===== config.mk =====
export PLATFORM = sky130hd
export DESIGN_NAME = fdc_top
export DESIGN_NICKNAME = d
export VERILOG_FILES = /design/src/hdl/fdc_pkg.sv /design/src/hdl/fdc_regs.sv /design/src/hdl/floppy_drive.sv /design/src/hdl/drive_select.sv /design/src/hdl/fdc_top.sv
export SDC_FILE = /design/constraint.sdc
export NUM_CORES = 1
export LEC_CHECK = 0
export ABC_CLOCK_PERIOD_IN_PS = 4800
export BUFFER_PORTS_ARGS = -buffer_cell sky130_fd_sc_hd__buf_2
export CORE_UTILIZATION = 27
export DETAILED_ROUTE_END_ITERATION = 10
export SYNTH_ARGS = -nofsm -noshare
export SYNTH_HDL_FRONTEND = slang
export SYNTH_HIERARCHICAL = 1
export SYNTH_SLANG_ARGS = --single-unit

===== constraint.sdc =====
create_clock -name clk -period 4.8 [get_ports clk]
set_input_delay 0.96 -clock clk [delete_from_list [all_inputs] [get_ports clk]]
set_output_delay 0.96 -clock clk [all_outputs]
set_load 0.02 [all_outputs]

===== src/hdl/fdc_pkg.sv =====
// fdc shared definitions: command opcodes, busy states, drive status and register maps
package fdc_pkg;

  // busy state machine of the register block
  typedef enum logic [1:0] {
    ST_IDLE        = 2'd0,  // no command running
    ST_IRQ_PENDING = 2'd1,  // last busy cycle, irq follows
    ST_INT_WAIT    = 2'd2,  // internal step/seek delay
    ST_IO_WAIT     = 2'd3   // waiting for the io processor dma
  } busy_state_e;

  // one drive mechanism as seen by the controller
  typedef struct packed {
    logic motor_on;  // motor timer running
    logic spun_up;   // past the spin-up phase
    logic index;     // index hole under the sensor
    logic wr_prot;   // write-protect tab
  } drive_status_t;

  // cpu register addresses
  typedef enum logic [1:0] {
    ADDR_CMD    = 2'd0,  // command on write, status on read
    ADDR_TRACK  = 2'd1,
    ADDR_SECTOR = 2'd2,
    ADDR_DATA   = 2'd3
  } reg_addr_e;

  // io processor status byte select codes
  typedef enum logic [2:0] {
    IO_CMD    = 3'd0,
    IO_TRACK  = 3'd1,
    IO_SECTOR = 3'd2,
    IO_DATA   = 3'd3,
    IO_DRIVE  = 3'd4   // drive select, side, io_wait flag
  } io_status_sel_e;

  // type I, matched on cmd[7:4]
  localparam logic [3:0] CMD_RESTORE = 4'b0000;
  localparam logic [3:0] CMD_SEEK    = 4'b0001;

  // type I steps, matched on cmd[7:5], bit 4 is the update flag
  localparam logic [2:0] CMD_STEP     = 3'b001;
  localparam logic [2:0] CMD_STEP_IN  = 3'b010;
  localparam logic [2:0] CMD_STEP_OUT = 3'b011;

  // type II, matched on cmd[7:5]
  localparam logic [2:0] CMD_RD_SECTOR = 3'b100;
  localparam logic [2:0] CMD_WR_SECTOR = 3'b101;

  // type III and IV, matched on cmd[7:4]
  localparam logic [3:0] CMD_RD_ADDR   = 4'b1100;
  localparam logic [3:0] CMD_FORCE_INT = 4'b1101;  // cmd[3:0] is the condition field
  localparam logic [3:0] CMD_RD_TRACK  = 4'b1110;
  localparam logic [3:0] CMD_WR_TRACK  = 4'b1111;

endpackage


===== src/hdl/fdc_regs.sv =====
// fdc register block: cpu registers, command decode, busy/irq fsm and io status byte
`timescale 1ns/10ps

module fdc_regs #(
  parameter int NUM_DRIVES = 2,
  parameter int SEEK_DELAY = 200000,
  parameter int STEP_DELAY = 20000
) (
  input  logic                           clk,
  input  logic                           motor_start,  // async reset
  input  logic                           cpu_sel,
  input  logic                           cpu_rw,       // 1 read, 0 write
  input  fdc_pkg::reg_addr_e             cpu_addr,
  input  logic                     [7:0] cpu_din,
  output logic                     [7:0] cpu_dout,
  output logic                           irq,
  input  logic                     [1:0] drv_sel,
  input  logic                           drv_side,
  input  logic                           dma_ack,
  input  fdc_pkg::io_status_sel_e        status_sel,
  output logic                     [7:0] status_byte,
  input  fdc_pkg::drive_status_t         sel_status,
  output logic          [NUM_DRIVES-1:0] spin_request
);

  // delay counter sized for the longer of the two step delays
  localparam int DLY_MAX = (SEEK_DELAY > STEP_DELAY) ? SEEK_DELAY : STEP_DELAY;
  localparam int DLY_W   = (DLY_MAX < 2) ? 1 : $clog2(DLY_MAX + 1);

  logic [7:0] cmd;     // write only from the cpu side
  logic [7:0] track;
  logic [7:0] sector;
  logic [7:0] data;

  fdc_pkg::busy_state_e state;
  logic                 step_dir;  // 1 = in, towards higher tracks
  logic [DLY_W-1:0]     delay;

  logic                  busy;
  logic                  cmd_type_1;
  logic                  cpu_wr;
  logic                  starts_motor;
  logic [NUM_DRIVES-1:0] sel_vec;     // drv_sel widened to the drive count
  logic [NUM_DRIVES-1:0] req_onehot;  // lowest selected drive only
  logic [7:0]            fdc_status;

  assign busy         = (state != fdc_pkg::ST_IDLE);
  assign cmd_type_1   = (cmd[7] == 1'b0);
  assign cpu_wr       = cpu_sel && !cpu_rw;
  assign starts_motor = (cpu_din[7] == 1'b0) || (cpu_din[7:6] == 2'b10);  // type I and II

  // only two select lines exist, further drives are never addressed
  for (genvar g = 0; g < NUM_DRIVES; g++) begin : g_sel
    if (g < 2) begin : g_line
      assign sel_vec[g] = drv_sel[g];
    end else begin : g_none
      assign sel_vec[g] = 1'b0;
    end
  end

  assign req_onehot = sel_vec & (~sel_vec + NUM_DRIVES'(1));  // isolate lowest set bit

  // status register as the cpu reads it at address 0
  assign fdc_status = {
    sel_status.motor_on,
    sel_status.wr_prot,
    cmd_type_1 ? sel_status.spun_up : 1'b0,
    2'b00,                                     // no record-not-found, no crc error
    cmd_type_1 ? (track == 8'd0) : 1'b0,       // track 0
    cmd_type_1 ? sel_status.index : busy,      // index or drq
    busy
  };

  always_comb begin
    cpu_dout = 8'h00;
    if (cpu_sel && cpu_rw) begin
      case (cpu_addr)
        fdc_pkg::ADDR_CMD:    cpu_dout = fdc_status;
        fdc_pkg::ADDR_TRACK:  cpu_dout = track;
        fdc_pkg::ADDR_SECTOR: cpu_dout = sector;
        fdc_pkg::ADDR_DATA:   cpu_dout = data;
        default:              cpu_dout = 8'h00;
      endcase
    end
  end

  // io processor view
  always_comb begin
    case (status_sel)
      fdc_pkg::IO_CMD:    status_byte = cmd;
      fdc_pkg::IO_TRACK:  status_byte = track;
      fdc_pkg::IO_SECTOR: status_byte = sector;
      fdc_pkg::IO_DATA:   status_byte = data;
      fdc_pkg::IO_DRIVE:  status_byte = {4'b0000, drv_sel, drv_side,
                                         state == fdc_pkg::ST_IO_WAIT};
      default:            status_byte = 8'h00;
    endcase
  end

  always_ff @(posedge clk or posedge motor_start) begin
    if (motor_start) begin
      cmd          <= 8'h00;
      track        <= 8'h00;
      sector       <= 8'h00;
      data         <= 8'h00;
      state        <= fdc_pkg::ST_IDLE;
      irq          <= 1'b0;
      step_dir     <= 1'b0;
      delay        <= '0;
      spin_request <= '0;
    end else begin
      spin_request <= '0;  // single-cycle strobe

      // io processor done with the transfer
      if (dma_ack && (state == fdc_pkg::ST_IO_WAIT)) begin
        state <= fdc_pkg::ST_IRQ_PENDING;
      end

      if (state == fdc_pkg::ST_INT_WAIT) begin
        if (delay != '0) begin
          delay <= delay - 1'b1;
        end else begin
          state <= fdc_pkg::ST_IRQ_PENDING;
        end
      end

      // end of busy phase, irq and !busy together
      if (state == fdc_pkg::ST_IRQ_PENDING) begin
        irq   <= 1'b1;
        state <= fdc_pkg::ST_IDLE;
      end

      // any access to address 0 acknowledges irq
      if (cpu_sel && (cpu_addr == fdc_pkg::ADDR_CMD)) begin
        irq <= 1'b0;
      end

      if (cpu_wr) begin
        case (cpu_addr)
          fdc_pkg::ADDR_CMD: begin
            cmd   <= cpu_din;
            state <= fdc_pkg::ST_INT_WAIT;  // default, zero delay
            delay <= '0;
            if (starts_motor) begin
              spin_request <= req_onehot;
            end

            if (cpu_din[7:4] == fdc_pkg::CMD_RESTORE) begin
              track <= 8'd0;
              delay <= DLY_W'(SEEK_DELAY);
            end else if (cpu_din[7:4] == fdc_pkg::CMD_SEEK) begin
              track <= data;  // target track sits in data reg
              delay <= DLY_W'(SEEK_DELAY);
            end else if (cpu_din[7:5] == fdc_pkg::CMD_STEP) begin
              delay <= DLY_W'(STEP_DELAY);
              if (cpu_din[4]) begin  // update flag
                track <= step_dir ? (track + 8'd1) : (track - 8'd1);
              end
            end else if (cpu_din[7:5] == fdc_pkg::CMD_STEP_IN) begin
              delay    <= DLY_W'(STEP_DELAY);
              step_dir <= 1'b1;
              if (cpu_din[4]) begin
                track <= track + 8'd1;
              end
            end else if (cpu_din[7:5] == fdc_pkg::CMD_STEP_OUT) begin
              delay    <= DLY_W'(STEP_DELAY);
              step_dir <= 1'b0;
              if (cpu_din[4]) begin
                track <= track - 8'd1;
              end
            end else if (cpu_din[7:5] == fdc_pkg::CMD_RD_SECTOR) begin
              state <= fdc_pkg::ST_IO_WAIT;
            end else if (cpu_din[7:5] == fdc_pkg::CMD_WR_SECTOR) begin
              if (!sel_status.wr_prot) begin  // protected: quick int_wait, irq
                state <= fdc_pkg::ST_IO_WAIT;
              end
            end else if (cpu_din[7:4] == fdc_pkg::CMD_FORCE_INT) begin
              if (cpu_din[3:0] == 4'b0000) begin
                state <= fdc_pkg::ST_IDLE;         // silent abort
              end else begin
                state <= fdc_pkg::ST_IRQ_PENDING;  // abort with irq
              end
            end else if (cpu_din[7:4] == fdc_pkg::CMD_WR_TRACK) begin
              if (!sel_status.wr_prot) begin
                state <= fdc_pkg::ST_IO_WAIT;
              end
            end else begin
              state <= fdc_pkg::ST_IO_WAIT;  // read address, read track
            end
          end
          fdc_pkg::ADDR_TRACK:  track  <= cpu_din;
          fdc_pkg::ADDR_SECTOR: sector <= cpu_din;
          fdc_pkg::ADDR_DATA:   data   <= cpu_din;
          default:              data   <= data;
        endcase
      end
    end
  end

  // motor request never reaches two drives at once
  a_spin_onehot: assert property (@(posedge clk) disable iff (motor_start)
    $onehot0(spin_request));

  // irq only once a command has left the dma wait
  a_irq_not_io_wait: assert property (@(posedge clk) disable iff (motor_start)
    !(irq && (state == fdc_pkg::ST_IO_WAIT)));

endmodule


===== src/hdl/floppy_drive.sv =====
// floppy drive model: motor run timer with spin-up, index pulse and write protect
`timescale 1ns/10ps

module floppy_drive #(
  parameter int MOTOR_RUN    = 16000000,
  parameter int SPINUP       = 8000000,
  parameter int INDEX_PERIOD = 1600000,
  parameter int INDEX_WIDTH  = 100000
) (
  input  logic                   clk,
  input  logic                   motor_start,   // async reset
  input  logic                   spin_request,  // one-cycle start/retrigger
  input  logic                   wr_prot,
  output fdc_pkg::drive_status_t status
);

  localparam int MOTOR_MAX = MOTOR_RUN + SPINUP;
  localparam int MOTOR_W   = (MOTOR_MAX < 2) ? 1 : $clog2(MOTOR_MAX + 1);
  localparam int ROT_W     = (INDEX_PERIOD < 2) ? 1 : $clog2(INDEX_PERIOD);

  logic [MOTOR_W-1:0] motor_cnt;  // cycles left until the motor stops
  logic [ROT_W-1:0]   rot_cnt;    // position within one rotation, counts down
  logic               motor_on;
  logic               spun_up;
  logic               motor_stopping;
  logic               index;

  assign motor_on = (motor_cnt != '0);
  assign spun_up  = motor_on && (motor_cnt <= MOTOR_W'(MOTOR_RUN));  // above run = spin-up

  // last running cycle, rotation is parked with the motor
  assign motor_stopping = (motor_cnt == MOTOR_W'(1)) && !spin_request;

  // motor timer
  always_ff @(posedge clk or posedge motor_start) begin
    if (motor_start) begin
      motor_cnt <= '0;
    end else if (spin_request) begin
      // already spinning: just extend, from rest: add spin-up time
      motor_cnt <= motor_on ? MOTOR_W'(MOTOR_RUN) : MOTOR_W'(MOTOR_MAX);
    end else if (motor_on) begin
      motor_cnt <= motor_cnt - 1'b1;
    end
  end

  // rotation counter, held at 0 with motor off
  always_ff @(posedge clk or posedge motor_start) begin
    if (motor_start) begin
      rot_cnt <= '0;
    end else if (!motor_on || motor_stopping) begin
      rot_cnt <= '0;
    end else if (rot_cnt == '0) begin
      rot_cnt <= ROT_W'(INDEX_PERIOD - 1);  // new revolution
    end else begin
      rot_cnt <= rot_cnt - 1'b1;
    end
  end

  // top INDEX_WIDTH counts = start of each revolution
  assign index = (rot_cnt != '0) && (rot_cnt >= ROT_W'(INDEX_PERIOD - INDEX_WIDTH));

  assign status = '{
    motor_on: motor_on,
    spun_up:  spun_up,
    index:    index,
    wr_prot:  wr_prot
  };

  // rotation parks in step with the motor timer
  a_index_needs_motor: assert property (@(posedge clk) disable iff (motor_start)
    status.index |-> status.motor_on);

endmodule


===== src/hdl/drive_select.sv =====
// drive selector: routes the selected drive's status back and ors the motor leds
`timescale 1ns/10ps

module drive_select #(
  parameter int NUM_DRIVES = 2
) (
  input  logic                   [1:0] drv_sel,
  input  fdc_pkg::drive_status_t       drive_status [NUM_DRIVES],
  output fdc_pkg::drive_status_t       sel_status,
  output logic                         any_motor_on  // front panel led
);

  logic [NUM_DRIVES-1:0] sel_vec;  // select lines per drive

  // drives past the two select lines stay unselected
  for (genvar g = 0; g < NUM_DRIVES; g++) begin : g_sel
    if (g < 2) begin : g_line
      assign sel_vec[g] = drv_sel[g];
    end else begin : g_none
      assign sel_vec[g] = 1'b0;
    end
  end

  // walk downwards so the lowest selected drive wins
  always_comb begin
    sel_status = '0;  // nothing selected: no motor, no protection
    for (int i = NUM_DRIVES - 1; i >= 0; i--) begin
      if (sel_vec[i]) begin
        sel_status = drive_status[i];
      end
    end
  end

  // led follows any running motor, selected or not
  always_comb begin
    any_motor_on = 1'b0;
    for (int i = 0; i < NUM_DRIVES; i++) begin
      any_motor_on = any_motor_on | drive_status[i].motor_on;
    end
  end

endmodule


===== src/hdl/fdc_top.sv =====
// fdc top level: register block, array of drive models and drive selector
`timescale 1ns/10ps

module fdc_top #(
  parameter int NUM_DRIVES   = 2,
  parameter int SEEK_DELAY   = 200000,    // restore/seek, 25 ms at 8 MHz
  parameter int STEP_DELAY   = 20000,     // 2.5 ms
  parameter int MOTOR_RUN    = 16000000,  // 2 s
  parameter int SPINUP       = 8000000,   // extra 1 s from rest
  parameter int INDEX_PERIOD = 1600000,   // 300 rpm
  parameter int INDEX_WIDTH  = 100000     // 1/16 rotation
) (
  input  logic                           clk,
  input  logic                           motor_start,  // async reset
  input  logic                           cpu_sel,
  input  logic                           cpu_rw,
  input  fdc_pkg::reg_addr_e             cpu_addr,
  input  logic                     [7:0] cpu_din,
  output logic                     [7:0] cpu_dout,
  input  logic                     [1:0] drv_sel,
  input  logic                           drv_side,
  input  logic          [NUM_DRIVES-1:0] wr_prot,      // one tab per drive
  input  logic                           dma_ack,
  input  fdc_pkg::io_status_sel_e        status_sel,
  output logic                     [7:0] status_byte,
  output logic                           irq,
  output logic                           any_motor_on
);

  logic [NUM_DRIVES-1:0]  spin_request;
  fdc_pkg::drive_status_t drive_status [NUM_DRIVES];
  fdc_pkg::drive_status_t sel_status;

  fdc_regs #(
    .NUM_DRIVES (NUM_DRIVES),
    .SEEK_DELAY (SEEK_DELAY),
    .STEP_DELAY (STEP_DELAY)
  ) u_fdc_regs (
    .clk          (clk),
    .motor_start  (motor_start),
    .cpu_sel      (cpu_sel),
    .cpu_rw       (cpu_rw),
    .cpu_addr     (cpu_addr),
    .cpu_din      (cpu_din),
    .cpu_dout     (cpu_dout),
    .irq          (irq),
    .drv_sel      (drv_sel),
    .drv_side     (drv_side),
    .dma_ack      (dma_ack),
    .status_sel   (status_sel),
    .status_byte  (status_byte),
    .sel_status   (sel_status),
    .spin_request (spin_request)
  );

  // one mechanism per drive
  for (genvar i = 0; i < NUM_DRIVES; i++) begin : g_drive
    floppy_drive #(
      .MOTOR_RUN    (MOTOR_RUN),
      .SPINUP       (SPINUP),
      .INDEX_PERIOD (INDEX_PERIOD),
      .INDEX_WIDTH  (INDEX_WIDTH)
    ) u_floppy_drive (
      .clk          (clk),
      .motor_start  (motor_start),
      .spin_request (spin_request[i]),
      .wr_prot      (wr_prot[i]),
      .status       (drive_status[i])
    );
  end

  drive_select #(
    .NUM_DRIVES (NUM_DRIVES)
  ) u_drive_select (
    .drv_sel      (drv_sel),
    .drive_status (drive_status),
    .sel_status   (sel_status),
    .any_motor_on (any_motor_on)
  );

endmodule


Yosys cells after proc, flatten, opt, wreduce, memory -nomap -nowiden --
Index checks and enable logic that the tools add are counted.
Cells by class: order comparisons 4, bitwise logic cells 7, multiplexer cells 61, add/sub/neg operators 8, equal/unequal tests 25, reduce and logical (&&, ||, !) cells 41
Operator list (count):
- 25-bit two-way mux | 6
- 18-bit two-way mux | 8
- 21-bit two-way mux | 4
- 8-bit two-way mux | 10
- 25-bit by 1-bit equality test with 1-bit output (second input constant) | 2
- 25-bit by 24-bit <= comparator with 1-bit output (second input constant) | 2
- 25-bit nonzero test | 2
- 25-bit by 1-bit subtractor with 25-bit output (second input constant) | 2
- 21-bit greater-or-equal comparator (second input constant) | 2
- 21-bit zero test | 2
- 21-bit nonzero test | 2
- 21-bit by 1-bit subtractor with 21-bit output (second input constant) | 2
- 8-bit case mux with 5 select lines | 1
- 2-bit two-way mux | 17
- 8-bit case mux with 4 select lines | 1
- 18-bit nonzero test | 1
- 18-bit by 1-bit subtractor with 18-bit output (second input constant) | 1
- 8-bit case mux with 2 select lines | 1
- 15-bit two-way mux | 1
- 5-bit != test (second input constant) | 3
- 3-bit by 2-bit equality test with 1-bit output (second input constant) | 4
- 6-bit AND reduction | 2
- 2-bit nonzero test | 6
- 2-bit equality test (second input constant) | 5
- other kinds (23) | 59
Storage, ports and cells: input bits 23, register bits after elaboration 148, word-level logic and storage cells 159

Depth between registers and ports, before layout --
word-level depth 16, gate-level depth with buffers 12

By module --
The synthesis kept the hierarchy.
By module, submodules not included:
- fdc_regs | cells each 408, instances 1, area an instance 3763.6 um^2
- floppy_drive at g_drive[1].u_floppy_drive | cells each 279, instances 1, area an instance 2648.8 um^2
- floppy_drive at g_drive[0].u_floppy_drive | cells each 283, instances 1, area an instance 2572.5 um^2
- drive_select | cells each 10, instances 1, area an instance 57.6 um^2

Worst setup path after synthesis --
No wires, ideal clock.
kind register -> output, start register g_drive[0].u_floppy_drive.motor_cnt[2], end output cpu_dout[7], data arrival time 2820 ps, data required time 3840 ps, stages on the path, launching flop included 11, path slack 1020 ps, path buffers 3, cells stage by stage dfrtp_1 > or4_1 > buf_2 > or3_4 > buf_6 > nor2_1 > nand3_1 > buf_4 > a22o_1 > mux4_2 > nor2b_1
RTL lines:
- start, declared | RTL line floppy_drive.sv:21 | logic [MOTOR_W-1:0] motor_cnt;
- start signal, assigned | RTL line floppy_drive.sv:40 | motor_cnt <= motor_on ? MOTOR_W'(MOTOR_RUN) : MOTOR_W'(MOTOR_MAX);
- start signal, assigned | RTL line floppy_drive.sv:42 | motor_cnt <= motor_cnt - 1'b1;
- end, declared | RTL line fdc_top.sv:19 | output logic [7:0] cpu_dout,

==> results.sh <==
export IMPL_fin_total_pwr_mw=5.088
export IMPL_grt_usage_pct=13.79
export IMPL_cp_slowest_cell="or4_1"
export IMPL_grt_pass1_wl_um=38000
export IMPL_gp_congestion=0.8086
export IMPL_worst_pin_slew_ps=1021
export IMPL_grt_overflow_total=0
export IMPL_final_cell_mix="148 x dfrtp_1, 118 x nor2_1, 82 x nand2_1"
export IMPL_post_cts_buffers=0
export IMPL_drc=0
export IMPL_p_seq_share_pct=44.5
export IMPL_crit_arrival_ps=3530
export IMPL_clock_fmax_mhz=222.7
export IMPL_ctsHoldBuffers=0
export IMPL_htree_levels=4
export IMPL_setup_violations=0
export IMPL_cts_tree="yes"
export IMPL_synth_ff_type="dfrtp_1"
export IMPL_antenna_found_initial=2
export IMPL_skew_ps=12.57
export IMPL_fp_dieArea_um2=34230
export IMPL_nFillCells=3422
export IMPL_cp_top_family="simple AND/OR/NAND/NOR gates"
export IMPL_core_um2=32780
export IMPL_grt_max_degree=47
export IMPL_switchingPower_mw=1.943
export IMPL_required_ps=3840
export IMPL_mostFrequentLayoutCell="dfrtp_1"
export IMPL_cts_root_buffer="clkbuf_16"
export IMPL_netlist_instances=980
export IMPL_cp_max_fo=11
export IMPL_critPathKind="reg -> out"
export IMPL_rows=66
export IMPL_clk_pin_slew_ps=60
export IMPL_synth_nets=1016
export IMPL_drt_antenna_violating_nets=0
export IMPL_rsz0062_at_grt="false"
export IMPL_p_leak_nw=4.034
export IMPL_ioPinCount=41
export IMPL_clkPwrFrac_pct=26.9
export IMPL_yosys_cell_types_count=87
export IMPL_cts_resized=0
export IMPL_yosys_register_bits=148
export IMPL_setup_tns_ps=0
export IMPL_die_w_um=185.0
export IMPL_vdd_drop_max_mv=0.2381
export IMPL_netlist_area_um2=9042
export IMPL_drt_wl_total_um=22690
export IMPL_pwr_share_comb_pct=28.6
export IMPL_crit_buf_inv=1
export IMPL_initial_core_util_pct=27.58
export IMPL_layout_drive_gt1_share_pct=14.97
export IMPL_port_buffers=40
export IMPL_max_slew_margin_pct=31.91
export IMPL_post_route_period_util_pct=93.54
export IMPL_status="finished clean"
export IMPL_synthArstFlopShare_pct=100.0
export IMPL_sw_frac_of_total_pct=38.20
export IMPL_hold_violations=0
export IMPL_cp_slowest_stage_delay_ps=690
export IMPL_route_vias_total=7443
export IMPL_avgViaCountPerCell=5.147
export IMPL_synth_edf_count=0
export IMPL_wire_per_inst_um=15.69
export IMPL_drt_initial_drc_count=722
export IMPL_startpoint_type="register"
export IMPL_min_period_ps=4490
export IMPL_yosys_warnings=6
export IMPL_clock_latency_ps=430
export IMPL_hpwlAfterDp_um=15650
export IMPL_syn2layout_area_growth_pct=12.45
export IMPL_hp_class="reg -> reg"
export IMPL_crit_chain="or4_1 > or3_4 > nor2_1 > nand3_1 > a22o_1 > mux4_2 > nor2b_1 > buf_2"
export IMPL_end_kind="output pin"
export IMPL_holdWs_ps=480.7
export IMPL_drtPass1Iterations=5
export IMPL_ys_seq_area_share_pct=40.96
export IMPL_max_cap_violations=0
export IMPL_maxSlewViolCount=0
export IMPL_power_density_nw_per_um2=500.4
export IMPL_cts_sink_count=148
export IMPL_grt_pass1_vias=7249
export IMPL_synth_area_per_cell_um2=9.227
export IMPL_cts_max_path_buffers=2
export IMPL_cts_buffers=17
export IMPL_internal_power_mw=3.145
export IMPL_die_h_um=185.0
export IMPL_fin_nets=1025
## cells in the mapped netlist, drive strengths merged (8+ instances only)
cell / n / area, um2
o31ai: 8 / 60.06
a211oi: 10 / 80.07
a21oi: 62 / 314.1
or4: 19 / 157.7
dfrtp: 148 / 3704
nand3: 29 / 160.2
nor2: 118 / 442.9
ha: 13 / 162.7
mux2: 19 / 214.0
mux2i: 18 / 180.2
o21ai: 49 / 245.2
nand2: 82 / 307.8
nand4: 18 / 118.9
and3: 12 / 75.07
nor4: 28 / 266.5
buf: 28 / 175.2
clkbuf: 27 / 101.4
inv: 23 / 86.33
nor3: 39 / 220.2
or3: 26 / 172.7
xor2: 27 / 236.5
xnor2: 30 / 262.8
nor2b: 17 / 108.9
## kinds of logic after synthesis
logic type / share of synthesized area (%)
muxes: 6.102
DFF: 40.96
buffers and inverters: 4.096
and+or+nand+nor: 26.98
AOI/OAI and AO/OA: 14.54
xor gates and xnor gates: 5.521
adders and majority gates: 1.799
## routing by layer
metal	vias to the layer above	wire (um)	global-route usage, %
li1	3604	-	-
met1	3674	10860	18.72
met2	146	10550	21.92
met3	19	984	3.107
met4	0	294	3.736
met5	-	0	0
## layout make-up
type	count	area [um2]	area share, %
timing repair buffer	45	237.7	2.338
antenna	2	5.005	0.04922
sequential	148	3704	36.42
tap	442	553.0	5.439
inverter	25	93.84	0.9228
clock buffer	17	425.4	4.184
clock inverter	15	170.2	1.673
multi-input combinational	752	4980	48.97
## state kept, by name, indices dropped and copies added (netlist names)
name and flops:
g_drive.u_floppy_drive/motor_cnt 50, u_fdc_regs/step_dir 1, u_fdc_regs/state 2, u_fdc_regs/cmd 8
u_fdc_regs/delay 18, u_fdc_regs/sector 8, u_fdc_regs/irq 1, g_drive.u_floppy_drive/rot_cnt 42
u_fdc_regs/data 8, u_fdc_regs/track 8, u_fdc_regs/spin_request 2
## power by group through the flow
stage               logic (mW)  registers (mW)  clock network, mW
floorplan                 1.25            2.09                  0
global placement          1.42            2.25                  0
detailed placement        1.46            2.27                  0
CTS                       1.46            2.25               1.40
global route              1.65            2.34               1.45
finish                    1.46            2.27               1.37
## through the flow
stage	setup slack, ps	area, um2	util [%]	cells
after floorplan	1020	9042	-	980
after global placement	832.8	9568	29.18	1412
after detailed placement	752.5	9568	29.18	1412
after CTS	289.3	10160	31.00	1444
after global routing	131.2	10170	31.01	1445
final	310.2	10170	31.02	1446
## tightest hold or removal path: cells and delay by family, from the launching register on
family / cells / cell delay, ps
AND/OR/NAND/NOR: 2 / 110
flip-flops: 1 / 340
## worst paths after layout
check                                                            start                                       to  slack, ps  cells after the start
worst min-delay path                                 u_fdc_regs/cmd[1]                        u_fdc_regs/cmd[1]        480                      2
worst max register to register  g_drive[0].u_floppy_drive/motor_cnt[2]  g_drive[0].u_floppy_drive/motor_cnt[19]       1910                      5
min in group asynchronous                                  motor_start                     u_fdc_regs/delay[12]        540                      2
worst max-delay path            g_drive[0].u_floppy_drive/motor_cnt[2]                              cpu_dout[7]        310                      8
worst min register to register                       u_fdc_regs/cmd[1]                        u_fdc_regs/cmd[1]        480                      2
max in group asynchronous                                  motor_start  g_drive[1].u_floppy_drive/motor_cnt[24]       3310                      2
No activity file was read; power rests on OpenSTA's default activity.
